==> src/exe_defs.svh <==
`ifndef EXE_DEFS_SVH
`define EXE_DEFS_SVH

//////////////////////////////
// Data path widths
`define WORD_W      32
`define DWORD_W     (2*`WORD_W)
`define REG_ADDR_W  5
`define SHAMT_W     5

// Leading-bit count needs to hold 0..32
`define CNT_W       6

//////////////////////////////
// Control fields carried down the pipe
`define OP_W        5
`define SEL_W       3
`define TRAP_W      3
`define HILO_WR_W   2

`endif

==> src/exe_ops_pkg.sv <==
`include "exe_defs.svh"

package exe_ops_pkg;

    //////////////////////////////
    // Operation codes
    typedef enum logic [`OP_W-1:0] {
        OP_OR,   OP_AND,  OP_NOR,  OP_XOR,
        OP_SLL,  OP_SRL,  OP_SRA,
        OP_ADD,  OP_ADDU, OP_SUB,  OP_SUBU,
        OP_SLT,  OP_SLTU,
        OP_CLZ,  OP_CLO,
        OP_MULT, OP_MULTU, OP_MUL,
        OP_MFHI, OP_MFLO, OP_MTHI, OP_MTLO,
        OP_MOVZ, OP_MOVN,
        OP_TEQ,  OP_TNE,  OP_TGE,  OP_TGEU,
        OP_TLT,  OP_TLTU
    } exe_op_t;

    // Which unit feeds the write-back word
    typedef enum logic [`SEL_W-1:0] {
        SEL_LOGIC,
        SEL_SHIFT,
        SEL_ARITH,
        SEL_COUNT,
        SEL_MUL,
        SEL_MOVE,
        SEL_HILO,
        SEL_NONE
    } res_sel_t;

    // Trap condition on src1 vs src2
    typedef enum logic [`TRAP_W-1:0] {
        TRAP_NONE,
        TRAP_EQ,
        TRAP_NE,
        TRAP_GE,
        TRAP_LT
    } trap_kind_t;

    typedef enum logic [`HILO_WR_W-1:0] {
        HILO_NONE,
        HILO_PRODUCT,
        HILO_HI,
        HILO_LO
    } hilo_wr_t;

endpackage

==> src/exe_data_pkg.sv <==
`include "exe_defs.svh"

package exe_data_pkg;

    //////////////////////////////
    // Data path types

    // One register word
    typedef logic [`WORD_W-1:0]     word_t;

    // Full product, also the HI/LO pair
    typedef logic [`DWORD_W-1:0]    dword_t;

    typedef logic [`REG_ADDR_W-1:0] reg_addr_t;

    // Taken from the low bits of src1
    typedef logic [`SHAMT_W-1:0]    shamt_t;

    // CLZ / CLO result
    typedef logic [`CNT_W-1:0]      cnt_t;

endpackage

==> src/exe_decode.sv <==
`timescale 1ns/100ps

module exe_decode import exe_ops_pkg::*, exe_data_pkg::*; (
    input  logic       clk_i,
    input  logic       rst_n_i,
    input  logic       valid_i,
    output logic       ready_o,
    input  exe_op_t    op_i,
    input  word_t      src1_i,
    input  word_t      src2_i,
    input  reg_addr_t  wd_i,
    input  logic       wreg_i,
    output logic       valid_o,
    input  logic       ready_i,
    output word_t      src1_o,
    output word_t      src2_o,
    output reg_addr_t  wd_o,
    output logic       wreg_o,
    output exe_op_t    op_o,
    output res_sel_t   sel_o,
    output logic       sub_o,
    output logic       signed_o,
    output logic       chk_ov_o,
    output trap_kind_t trap_o,
    output hilo_wr_t   hilo_wr_o
);

    logic       valid_q;
    logic       load;
    res_sel_t   sel_d;
    logic       sub_d;
    logic       signed_d;
    logic       chk_ov_d;
    trap_kind_t trap_d;
    hilo_wr_t   hilo_wr_d;

    assign ready_o = !valid_q || ready_i;
    assign load    = valid_i && ready_o;
    assign valid_o = valid_q;

    //////////////////////////////
    // Control flags

    // Compares go through the adder as a subtract
    assign sub_d = op_i inside {OP_SUB, OP_SUBU, OP_SLT, OP_SLTU,
                                OP_TGE, OP_TGEU, OP_TLT, OP_TLTU};
    assign signed_d = op_i inside {OP_SLT, OP_TGE, OP_TLT, OP_MULT, OP_MUL};
    assign chk_ov_d = op_i inside {OP_ADD, OP_SUB};

    always_comb begin
        sel_d     = SEL_NONE;
        trap_d    = TRAP_NONE;
        hilo_wr_d = HILO_NONE;
        case (op_i)
            OP_OR, OP_AND, OP_NOR, OP_XOR: sel_d = SEL_LOGIC;
            OP_SLL, OP_SRL, OP_SRA:        sel_d = SEL_SHIFT;
            OP_ADD, OP_ADDU, OP_SUB, OP_SUBU,
            OP_SLT, OP_SLTU:               sel_d = SEL_ARITH;
            OP_CLZ, OP_CLO:                sel_d = SEL_COUNT;
            OP_MUL:                        sel_d = SEL_MUL;
            OP_MULT, OP_MULTU: begin
                sel_d     = SEL_MUL;
                hilo_wr_d = HILO_PRODUCT;
            end
            OP_MFHI, OP_MFLO:              sel_d = SEL_HILO;
            OP_MTHI:                       hilo_wr_d = HILO_HI;
            OP_MTLO:                       hilo_wr_d = HILO_LO;
            OP_MOVZ, OP_MOVN:              sel_d = SEL_MOVE;
            OP_TEQ:                        trap_d = TRAP_EQ;
            OP_TNE:                        trap_d = TRAP_NE;
            OP_TGE, OP_TGEU:               trap_d = TRAP_GE;
            OP_TLT, OP_TLTU:               trap_d = TRAP_LT;
            default:                       sel_d = SEL_NONE;
        endcase
    end

    //////////////////////////////
    // Stage register
    always_ff @(posedge clk_i) begin
        if (!rst_n_i) begin
            valid_q <= 1'b0;
        end else if (ready_o) begin
            valid_q <= valid_i;
        end
    end

    always_ff @(posedge clk_i) begin
        if (load) begin
            src1_o    <= src1_i;
            src2_o    <= src2_i;
            wd_o      <= wd_i;
            wreg_o    <= wreg_i;
            op_o      <= op_i;
            sel_o     <= sel_d;
            sub_o     <= sub_d;
            signed_o  <= signed_d;
            chk_ov_o  <= chk_ov_d;
            trap_o    <= trap_d;
            hilo_wr_o <= hilo_wr_d;
        end
    end

    // Stalled item at the input stays put until decode takes it
    a_hold_stable: assert property (@(posedge clk_i) disable iff (!rst_n_i)
        valid_i && !ready_o |=> valid_i && $stable({op_i, src1_i, src2_i, wd_i, wreg_i}));

endmodule

==> src/exe_alu.sv <==
`timescale 1ns/100ps
`include "exe_defs.svh"

module exe_alu import exe_ops_pkg::*, exe_data_pkg::*; (
    input  logic       clk_i,
    input  logic       rst_n_i,
    input  logic       valid_i,
    output logic       ready_o,
    input  word_t      src1_i,
    input  word_t      src2_i,
    input  reg_addr_t  wd_i,
    input  logic       wreg_i,
    input  exe_op_t    op_i,
    input  res_sel_t   sel_i,
    input  logic       sub_i,
    input  logic       signed_i,
    input  logic       chk_ov_i,
    input  trap_kind_t trap_i,
    input  hilo_wr_t   hilo_wr_i,
    output logic       valid_o,
    input  logic       ready_i,
    output word_t      src1_o,
    output word_t      src2_o,
    output reg_addr_t  wd_o,
    output logic       wreg_o,
    output exe_op_t    op_o,
    output res_sel_t   sel_o,
    output trap_kind_t trap_o,
    output hilo_wr_t   hilo_wr_o,
    output word_t      logic_o,
    output word_t      shift_o,
    output word_t      arith_o,
    output cnt_t       count_o,
    output dword_t     prod_o,
    output logic       ov_o,
    output logic       lt_o,
    output logic       eq_o
);

    logic              valid_q;
    logic              load;
    word_t             logic_d;
    word_t             shift_d;
    shamt_t            shamt;
    word_t             add_b;
    word_t             sum;
    logic              carry;
    logic              ov_sum;
    logic              lt;
    logic              eq;
    word_t             arith_d;
    word_t             cnt_src;
    cnt_t              lead_cnt;
    dword_t            mul_a;
    dword_t            mul_b;
    dword_t            prod_d;

    assign ready_o = !valid_q || ready_i;
    assign load    = valid_i && ready_o;
    assign valid_o = valid_q;

    //////////////////////////////
    // Logic and shift
    always_comb begin
        case (op_i)
            OP_OR:   logic_d = src1_i | src2_i;
            OP_AND:  logic_d = src1_i & src2_i;
            OP_NOR:  logic_d = ~(src1_i | src2_i);
            OP_XOR:  logic_d = src1_i ^ src2_i;
            default: logic_d = '0;
        endcase
    end

    assign shamt = shamt_t'(src1_i[`SHAMT_W-1:0]);

    always_comb begin
        case (op_i)
            OP_SLL:  shift_d = src2_i << shamt;
            OP_SRL:  shift_d = src2_i >> shamt;
            OP_SRA:  shift_d = word_t'($signed(src2_i) >>> shamt);
            default: shift_d = '0;
        endcase
    end

    //////////////////////////////
    // Adder and compare
    assign add_b = sub_i ? ~src2_i : src2_i;
    assign {carry, sum} = {1'b0, src1_i} + {1'b0, add_b} + {{`WORD_W{1'b0}}, sub_i};

    // Same-sign operands giving an opposite-sign sum
    assign ov_sum = (src1_i[`WORD_W-1] == add_b[`WORD_W-1]) &&
                    (sum[`WORD_W-1] != src1_i[`WORD_W-1]);

    // No borrow out means src1 >= src2 unsigned
    assign lt = signed_i ? (sum[`WORD_W-1] ^ ov_sum) : !carry;
    assign eq = (src1_i == src2_i);

    assign arith_d = (op_i inside {OP_SLT, OP_SLTU}) ? {{(`WORD_W-1){1'b0}}, lt} : sum;

    //////////////////////////////
    // Leading zeros / ones
    assign cnt_src = (op_i == OP_CLO) ? ~src1_i : src1_i;

    always_comb begin
        lead_cnt = cnt_t'(`WORD_W);
        for (int i = 0; i < `WORD_W; i++) begin
            // Highest set bit wins
            if (cnt_src[i]) begin
                lead_cnt = cnt_t'(`WORD_W - 1 - i);
            end
        end
    end

    // Sign-extend to full width, low half of the wide product is exact
    assign mul_a  = {{`WORD_W{signed_i & src1_i[`WORD_W-1]}}, src1_i};
    assign mul_b  = {{`WORD_W{signed_i & src2_i[`WORD_W-1]}}, src2_i};
    assign prod_d = mul_a * mul_b;

    //////////////////////////////
    // Stage register
    always_ff @(posedge clk_i) begin
        if (!rst_n_i) begin
            valid_q <= 1'b0;
        end else if (ready_o) begin
            valid_q <= valid_i;
        end
    end

    always_ff @(posedge clk_i) begin
        if (load) begin
            src1_o    <= src1_i;
            src2_o    <= src2_i;
            wd_o      <= wd_i;
            wreg_o    <= wreg_i;
            op_o      <= op_i;
            sel_o     <= sel_i;
            trap_o    <= trap_i;
            hilo_wr_o <= hilo_wr_i;
            logic_o   <= (sel_i == SEL_LOGIC) ? logic_d : '0;
            shift_o   <= (sel_i == SEL_SHIFT) ? shift_d : '0;
            arith_o   <= (sel_i == SEL_ARITH) ? arith_d : '0;
            count_o   <= (sel_i == SEL_COUNT) ? lead_cnt : '0;
            prod_o    <= (sel_i == SEL_MUL) ? prod_d : '0;
            ov_o      <= ov_sum & chk_ov_i;
            lt_o      <= lt;
            eq_o      <= eq;
        end
    end

    // Overflow is only ever flagged on an adder result
    a_ov_arith: assert property (@(posedge clk_i) disable iff (!rst_n_i)
        valid_q && ov_o |-> sel_o == SEL_ARITH);

endmodule

==> src/exe_result.sv <==
`timescale 1ns/100ps
`include "exe_defs.svh"

module exe_result import exe_ops_pkg::*, exe_data_pkg::*; (
    input  logic       clk_i,
    input  logic       rst_n_i,
    input  logic       valid_i,
    output logic       ready_o,
    input  word_t      src1_i,
    input  word_t      src2_i,
    input  reg_addr_t  wd_i,
    input  logic       wreg_i,
    input  exe_op_t    op_i,
    input  res_sel_t   sel_i,
    input  trap_kind_t trap_i,
    input  hilo_wr_t   hilo_wr_i,
    input  word_t      logic_i,
    input  word_t      shift_i,
    input  word_t      arith_i,
    input  cnt_t       count_i,
    input  dword_t     prod_i,
    input  logic       ov_i,
    input  logic       lt_i,
    input  logic       eq_i,
    output logic       valid_o,
    input  logic       ready_i,
    output word_t      wdata_o,
    output reg_addr_t  wd_o,
    output logic       wreg_o,
    output word_t      hi_o,
    output word_t      lo_o,
    output logic       whilo_o,
    output logic       ov_o,
    output logic       trap_o
);

    logic   valid_q;
    logic   load;
    word_t  hi_q;
    word_t  lo_q;
    dword_t hilo_d;
    word_t  wdata_d;
    logic   trap_hit;
    logic   mov_ok;

    assign ready_o = !valid_q || ready_i;
    assign load    = valid_i && ready_o;
    assign valid_o = valid_q;
    assign hi_o    = hi_q;
    assign lo_o    = lo_q;

    //////////////////////////////
    // Write-back select
    always_comb begin
        case (sel_i)
            SEL_LOGIC: wdata_d = logic_i;
            SEL_SHIFT: wdata_d = shift_i;
            SEL_ARITH: wdata_d = arith_i;
            SEL_COUNT: wdata_d = word_t'(count_i);
            SEL_MUL:   wdata_d = prod_i[`WORD_W-1:0];
            SEL_MOVE:  wdata_d = src1_i;
            SEL_HILO:  wdata_d = (op_i == OP_MFHI) ? hi_q : lo_q;
            default:   wdata_d = '0;
        endcase
    end

    always_comb begin
        case (trap_i)
            TRAP_EQ: trap_hit = eq_i;
            TRAP_NE: trap_hit = !eq_i;
            TRAP_GE: trap_hit = !lt_i;
            TRAP_LT: trap_hit = lt_i;
            default: trap_hit = 1'b0;
        endcase
    end

    // MOVZ / MOVN condition on src2
    assign mov_ok = (op_i == OP_MOVZ) ? (src2_i == '0) :
                    (op_i == OP_MOVN) ? (src2_i != '0) : 1'b1;

    always_comb begin
        case (hilo_wr_i)
            HILO_PRODUCT: hilo_d = prod_i;
            HILO_HI:      hilo_d = {src1_i, lo_q};
            HILO_LO:      hilo_d = {hi_q, src1_i};
            default:      hilo_d = {hi_q, lo_q};
        endcase
    end

    //////////////////////////////
    // Output register and HI/LO
    always_ff @(posedge clk_i) begin
        if (!rst_n_i) begin
            valid_q <= 1'b0;
            hi_q    <= '0;
            lo_q    <= '0;
        end else begin
            if (ready_o) begin
                valid_q <= valid_i;
            end
            if (load) begin
                {hi_q, lo_q} <= hilo_d;
            end
        end
    end

    always_ff @(posedge clk_i) begin
        if (load) begin
            wdata_o <= wdata_d;
            wd_o    <= wd_i;
            wreg_o  <= wreg_i && !ov_i && mov_ok && (trap_i == TRAP_NONE);
            whilo_o <= (hilo_wr_i != HILO_NONE);
            ov_o    <= ov_i;
            trap_o  <= trap_hit;
        end
    end

    // Overflow and trap come from disjoint op groups
    a_ov_trap: assert property (@(posedge clk_i) disable iff (!rst_n_i)
        valid_q |-> !(ov_o && trap_o));

endmodule

==> src/exe_stage.sv <==
`timescale 1ns/100ps

module exe_stage import exe_ops_pkg::*, exe_data_pkg::*; (
    input  logic      clk_i,
    input  logic      rst_n_i,
    input  logic      valid_i,
    output logic      ready_o,
    input  exe_op_t   op_i,
    input  word_t     src1_i,
    input  word_t     src2_i,
    input  reg_addr_t wd_i,
    input  logic      wreg_i,
    output logic      valid_o,
    input  logic      ready_i,
    output word_t     wdata_o,
    output reg_addr_t wd_o,
    output logic      wreg_o,
    output word_t     hi_o,
    output word_t     lo_o,
    output logic      whilo_o,
    output logic      ov_o,
    output logic      trap_o
);

    // Decode to execute
    logic       d_valid, alu_ready;
    word_t      d_src1, d_src2;
    reg_addr_t  d_wd;
    logic       d_wreg, d_sub, d_signed, d_chk_ov;
    exe_op_t    d_op;
    res_sel_t   d_sel;
    trap_kind_t d_trap;
    hilo_wr_t   d_hilo_wr;

    // Execute to result
    logic       a_valid, res_ready;
    word_t      a_src1, a_src2;
    reg_addr_t  a_wd;
    logic       a_wreg;
    exe_op_t    a_op;
    res_sel_t   a_sel;
    trap_kind_t a_trap;
    hilo_wr_t   a_hilo_wr;
    word_t      a_logic, a_shift, a_arith;
    cnt_t       a_count;
    dword_t     a_prod;
    logic       a_ov, a_lt, a_eq;

    exe_decode i_exe_decode (
        .clk_i     (clk_i),
        .rst_n_i   (rst_n_i),
        .valid_i   (valid_i),
        .ready_o   (ready_o),
        .op_i      (op_i),
        .src1_i    (src1_i),
        .src2_i    (src2_i),
        .wd_i      (wd_i),
        .wreg_i    (wreg_i),
        .valid_o   (d_valid),
        .ready_i   (alu_ready),
        .src1_o    (d_src1),
        .src2_o    (d_src2),
        .wd_o      (d_wd),
        .wreg_o    (d_wreg),
        .op_o      (d_op),
        .sel_o     (d_sel),
        .sub_o     (d_sub),
        .signed_o  (d_signed),
        .chk_ov_o  (d_chk_ov),
        .trap_o    (d_trap),
        .hilo_wr_o (d_hilo_wr)
    );

    exe_alu i_exe_alu (
        .clk_i     (clk_i),
        .rst_n_i   (rst_n_i),
        .valid_i   (d_valid),
        .ready_o   (alu_ready),
        .src1_i    (d_src1),
        .src2_i    (d_src2),
        .wd_i      (d_wd),
        .wreg_i    (d_wreg),
        .op_i      (d_op),
        .sel_i     (d_sel),
        .sub_i     (d_sub),
        .signed_i  (d_signed),
        .chk_ov_i  (d_chk_ov),
        .trap_i    (d_trap),
        .hilo_wr_i (d_hilo_wr),
        .valid_o   (a_valid),
        .ready_i   (res_ready),
        .src1_o    (a_src1),
        .src2_o    (a_src2),
        .wd_o      (a_wd),
        .wreg_o    (a_wreg),
        .op_o      (a_op),
        .sel_o     (a_sel),
        .trap_o    (a_trap),
        .hilo_wr_o (a_hilo_wr),
        .logic_o   (a_logic),
        .shift_o   (a_shift),
        .arith_o   (a_arith),
        .count_o   (a_count),
        .prod_o    (a_prod),
        .ov_o      (a_ov),
        .lt_o      (a_lt),
        .eq_o      (a_eq)
    );

    exe_result i_exe_result (
        .clk_i     (clk_i),
        .rst_n_i   (rst_n_i),
        .valid_i   (a_valid),
        .ready_o   (res_ready),
        .src1_i    (a_src1),
        .src2_i    (a_src2),
        .wd_i      (a_wd),
        .wreg_i    (a_wreg),
        .op_i      (a_op),
        .sel_i     (a_sel),
        .trap_i    (a_trap),
        .hilo_wr_i (a_hilo_wr),
        .logic_i   (a_logic),
        .shift_i   (a_shift),
        .arith_i   (a_arith),
        .count_i   (a_count),
        .prod_i    (a_prod),
        .ov_i      (a_ov),
        .lt_i      (a_lt),
        .eq_i      (a_eq),
        .valid_o   (valid_o),
        .ready_i   (ready_i),
        .wdata_o   (wdata_o),
        .wd_o      (wd_o),
        .wreg_o    (wreg_o),
        .hi_o      (hi_o),
        .lo_o      (lo_o),
        .whilo_o   (whilo_o),
        .ov_o      (ov_o),
        .trap_o    (trap_o)
    );

endmodule

==> config.mk <==
export PLATFORM = sky130hd
export DESIGN_NAME = exe_stage
export DESIGN_NICKNAME = d
export VERILOG_FILES = /design/src/exe_ops_pkg.sv /design/src/exe_data_pkg.sv /design/src/exe_decode.sv /design/src/exe_alu.sv /design/src/exe_result.sv /design/src/exe_stage.sv
export VERILOG_INCLUDE_DIRS = /design/src
export SDC_FILE = /design/constraint.sdc
export NUM_CORES = 2
export LEC_CHECK = 0
export ABC_AREA = 0
export BUFFER_PORTS_ARGS = -buffer_cell sky130_fd_sc_hd__buf_2
export CORE_AREA = 2 2 465 467
export DETAILED_ROUTE_END_ITERATION = 8
export DIE_AREA = 0 0 467 469
export HOLD_SLACK_MARGIN = 0.1
export MAX_ROUTING_LAYER = met4
export PLACE_DENSITY = 0.49
export SETUP_SLACK_MARGIN = 0.4
export SYNTH_ARGS = -nofsm -noshare
export SYNTH_HDL_FRONTEND = slang
export SYNTH_SLANG_ARGS = --single-unit
==> constraint.sdc <==
create_clock -name clk_i -period 22.2 [get_ports clk_i]
set_input_delay 0 -clock clk_i [delete_from_list [all_inputs] [get_ports clk_i]]
set_output_delay 0 -clock clk_i [all_outputs]
set_load 0.03 [all_outputs]
==> impl_metrics.yaml <==
final_layout:
  syn2layout_area_growth_pct: 11.9
  nNetsFinal: 8219
  seqCellArea_um2: 12700
  drive_gt1_frac: 0.0799
  multiInputGateArea_um2: 42900
  stdcell_area_um2: 69200
  utilization: 0.324
  fillerInstances: 22242
hold_path:
  holdCritStartpoint: "src2_i[1]"
  min_to: "i_exe_decode.src2_o[1]"
  holdPathStages: 2
  hold_class: "input pin to flop"
cts:
  cts.sinks: 446
  cts_buffers: 49
  htree_levels: 2
  insertion_delay_ns: 0.67
  cts_root_buffer: "clkbuf_16"
  cts_buffer_depth: 3
  clkTransAtPathRegs_ns: 0.07
  tritoncts: "done"
run_status:
  outcome: "completed"
yosys:
  synthFlopType: "edfxtp_1"
  ys_seq_elements: 446
  ys_seq_area_frac: 0.206
  synth_edf_count: 379
  synthMostInstantiatedCell: "inv_1"
  synth_common_cells: "inv_1, fa_1, nand2_1"
  yosysTopAreaCellShare: 0.365
  syn-num-nets: 8079
  ys_top_cells_by_area: "fa_1, edfxtp_1, inv_1"
  yosysUniqueCellTypes: 92
  postSynthAreaPerCell_um2: 9.42
  synth_top_cell_by_area: "fa_1"
  async_flop_share: 0
  ys_warn_count: 0
  syn_inst: 6562
  synth_area_um2: 61800
worst_setup_path:
  worst-r2r-cell-count: 30
  cp.required_ns: 22.58
  reg2reg_slack_ns: 12.44
  start_kind: "flop"
  slowest_delay_ns: 0.89
  cp_max_fo: 17
  r2r_end: "i_exe_alu.prod_o[49]"
  end_kind: "flop"
  path_common_cell: "fa_1"
  cp.arrival_ns: 10.15
  cp_slowest_cell: "inv_1"
  path_class: "flop to flop"
  reg2reg_from: "i_exe_decode.src1_o[26]"
global_routing:
  grt_overflow_total: 0
  grt_start_max_net_pins: 78
  grt-busiest-layer: "met2"
  grt_util_met1: 0.324
  met3_usage: 0.0385
  grt_util_met2: 0.379
  antenna_found_initial: 20
  track_usage: 0.244
  grt_pass1_wl_mm: 372
  grt_pass1_vias: 50344
placement:
  io_buffers: 185
  finalWeightedCongestion: 0.986
  place_area_um2: 66100
  hpwl_mm: 199
die:
  die_w_um: 467
  core_um2: 214000
  die_h_um: 469
  start_util: 0.289
  dieArea_um2: 219000
  fp-row-count: 170
  ioPinCount: 186
sta:
  setup_viol: 0
  period_share: 0.440
  tns_ns: 0
  finClkSkew_ns: 0.0492
  clock.fmax_ghz: 0.102
  hold_violations: 0
  rsz0062_at_grt: "no"
  slew_violations: 0
  period_minus_slack_ns: 9.76
  whs_ns: 0.135
  worst_slew_pin_slew_ns: 1.30
  slew_headroom: 0.130
flow_run:
  maxCapViolCount: 0
route:
  vias: 48892
  drt_iter0_drc: 4827
  ant_nets: 0
  drtPass1Iterations: 5
  vias_per_cell: 5.10
  drc: 0
  wl_per_cell_um: 27.2
  totalWireLength_mm: 261
[state kept, by name, indices dropped and copies added (netlist names), 5 cells and up]
register / flops
i_exe_decode.op_o: 5
i_exe_alu.src1_o: 32
i_exe_alu.prod_o: 64
i_exe_result.lo_o: 32
i_exe_alu.count_o: 6
i_exe_decode.src2_o: 32
i_exe_result.hi_o: 32
i_exe_alu.logic_o: 32
i_exe_alu.arith_o: 32
i_exe_alu.wd_o: 5
i_exe_decode.wd_o: 5
i_exe_result.wd_o: 5
i_exe_alu.shift_o: 32
i_exe_decode.src1_o: 32
i_exe_alu.src2_o: 32
i_exe_result.wdata_o: 32
i_exe_alu.op_o: 5
[worst max-delay path, delay by kind of cell (launching register included)]
family | cells | cell delay [ns]
AND/OR/NAND/NOR | 5 | 0.66
buffers and inverters | 8 | 1.47
flip-flops | 1 | 0.36
XOR/XNOR | 1 | 0.30
adder cells (fa/ha/maj) | 9 | 4.58
AO/OA/AOI/OAI | 7 | 2.08
[repair_timing]
action                                 CTS  global route
endpoints found under the hold margin  152             0
resized for setup                        0             0
setup buffers                            0             0
hold buffers                           140             0
[through the flow]
step                      worst slack (ns)  std cells
after floorplan                       2.19       6562
after global placement               12.73       9349
after detailed placement             12.65       9349
after CTS                            12.63       9580
after global routing                 12.15       9586
final                                12.44       9592
[cells in the final DEF, fill, tap and decap left out, drive strengths merged, types with 62 or more instances in the layout]
| cell | count |
|---|---|
| dlygate4sd3 | 140 |
| dfxtp | 67 |
| ha | 312 |
| xor2 | 98 |
| edfxtp | 379 |
| inv | 1229 |
| fa | 1126 |
| a21oi | 204 |
| xnor2 | 62 |
| mux2i | 124 |
| o211a | 69 |
| buf | 358 |
| a22oi | 92 |
| nand2 | 908 |
| nor2 | 711 |
| o21ai | 185 |
[cell type report]
class,count,area share
Timing Repair Buffer,498,0.0524
Inverter,1238,0.0672
Multi-Input combinational cell,4469,0.620
Tap cell,2838,0.0513
Sequential cell,446,0.184
Clock buffer,58,0.0190
Clock inverter,33,0.00552
Antenna cell,12,0.000434
[worst max path at each step]
stage                            start                    to  depth (start not counted)  slack [ns]
4_1_cts        i_exe_decode.src1_o[26]  i_exe_alu.prod_o[49]                         30       12.63
3_3_place_gp   i_exe_decode.src1_o[26]  i_exe_alu.prod_o[49]                         30       12.73
2_1_floorplan     i_exe_result.valid_o  i_exe_alu.arith_o[0]                          2        2.19
6_report       i_exe_decode.src1_o[26]  i_exe_alu.prod_o[49]                         30       12.44
3_5_place_dp     i_exe_decode.signed_o  i_exe_alu.prod_o[63]                         30       12.65
5_1_grt          i_exe_decode.signed_o  i_exe_alu.prod_o[63]                         30       12.15
[cell families after synthesis]
family,count (synthesis),synth area share
AO/OA/AOI/OAI,831,0.0916
XOR/XNOR,160,0.0227
adder cells (fa/ha/maj),1438,0.428
buffers and inverters,1647,0.101
flip-flops,446,0.206
multiplexers,173,0.0292
AND/OR/NAND/NOR,1867,0.122
[metal layers]
layer / wire length, um / vias up
li1: - / 20818
met1: 112000 / 25545
met2: 119000 / 2187
met3: 20000 / 342
met4: 10400 / 0
met5: 0 / -
Power is left out: the tool's default activity adds up to more than one toggle a clock period on the data nets, which glitch-free logic cannot reach.
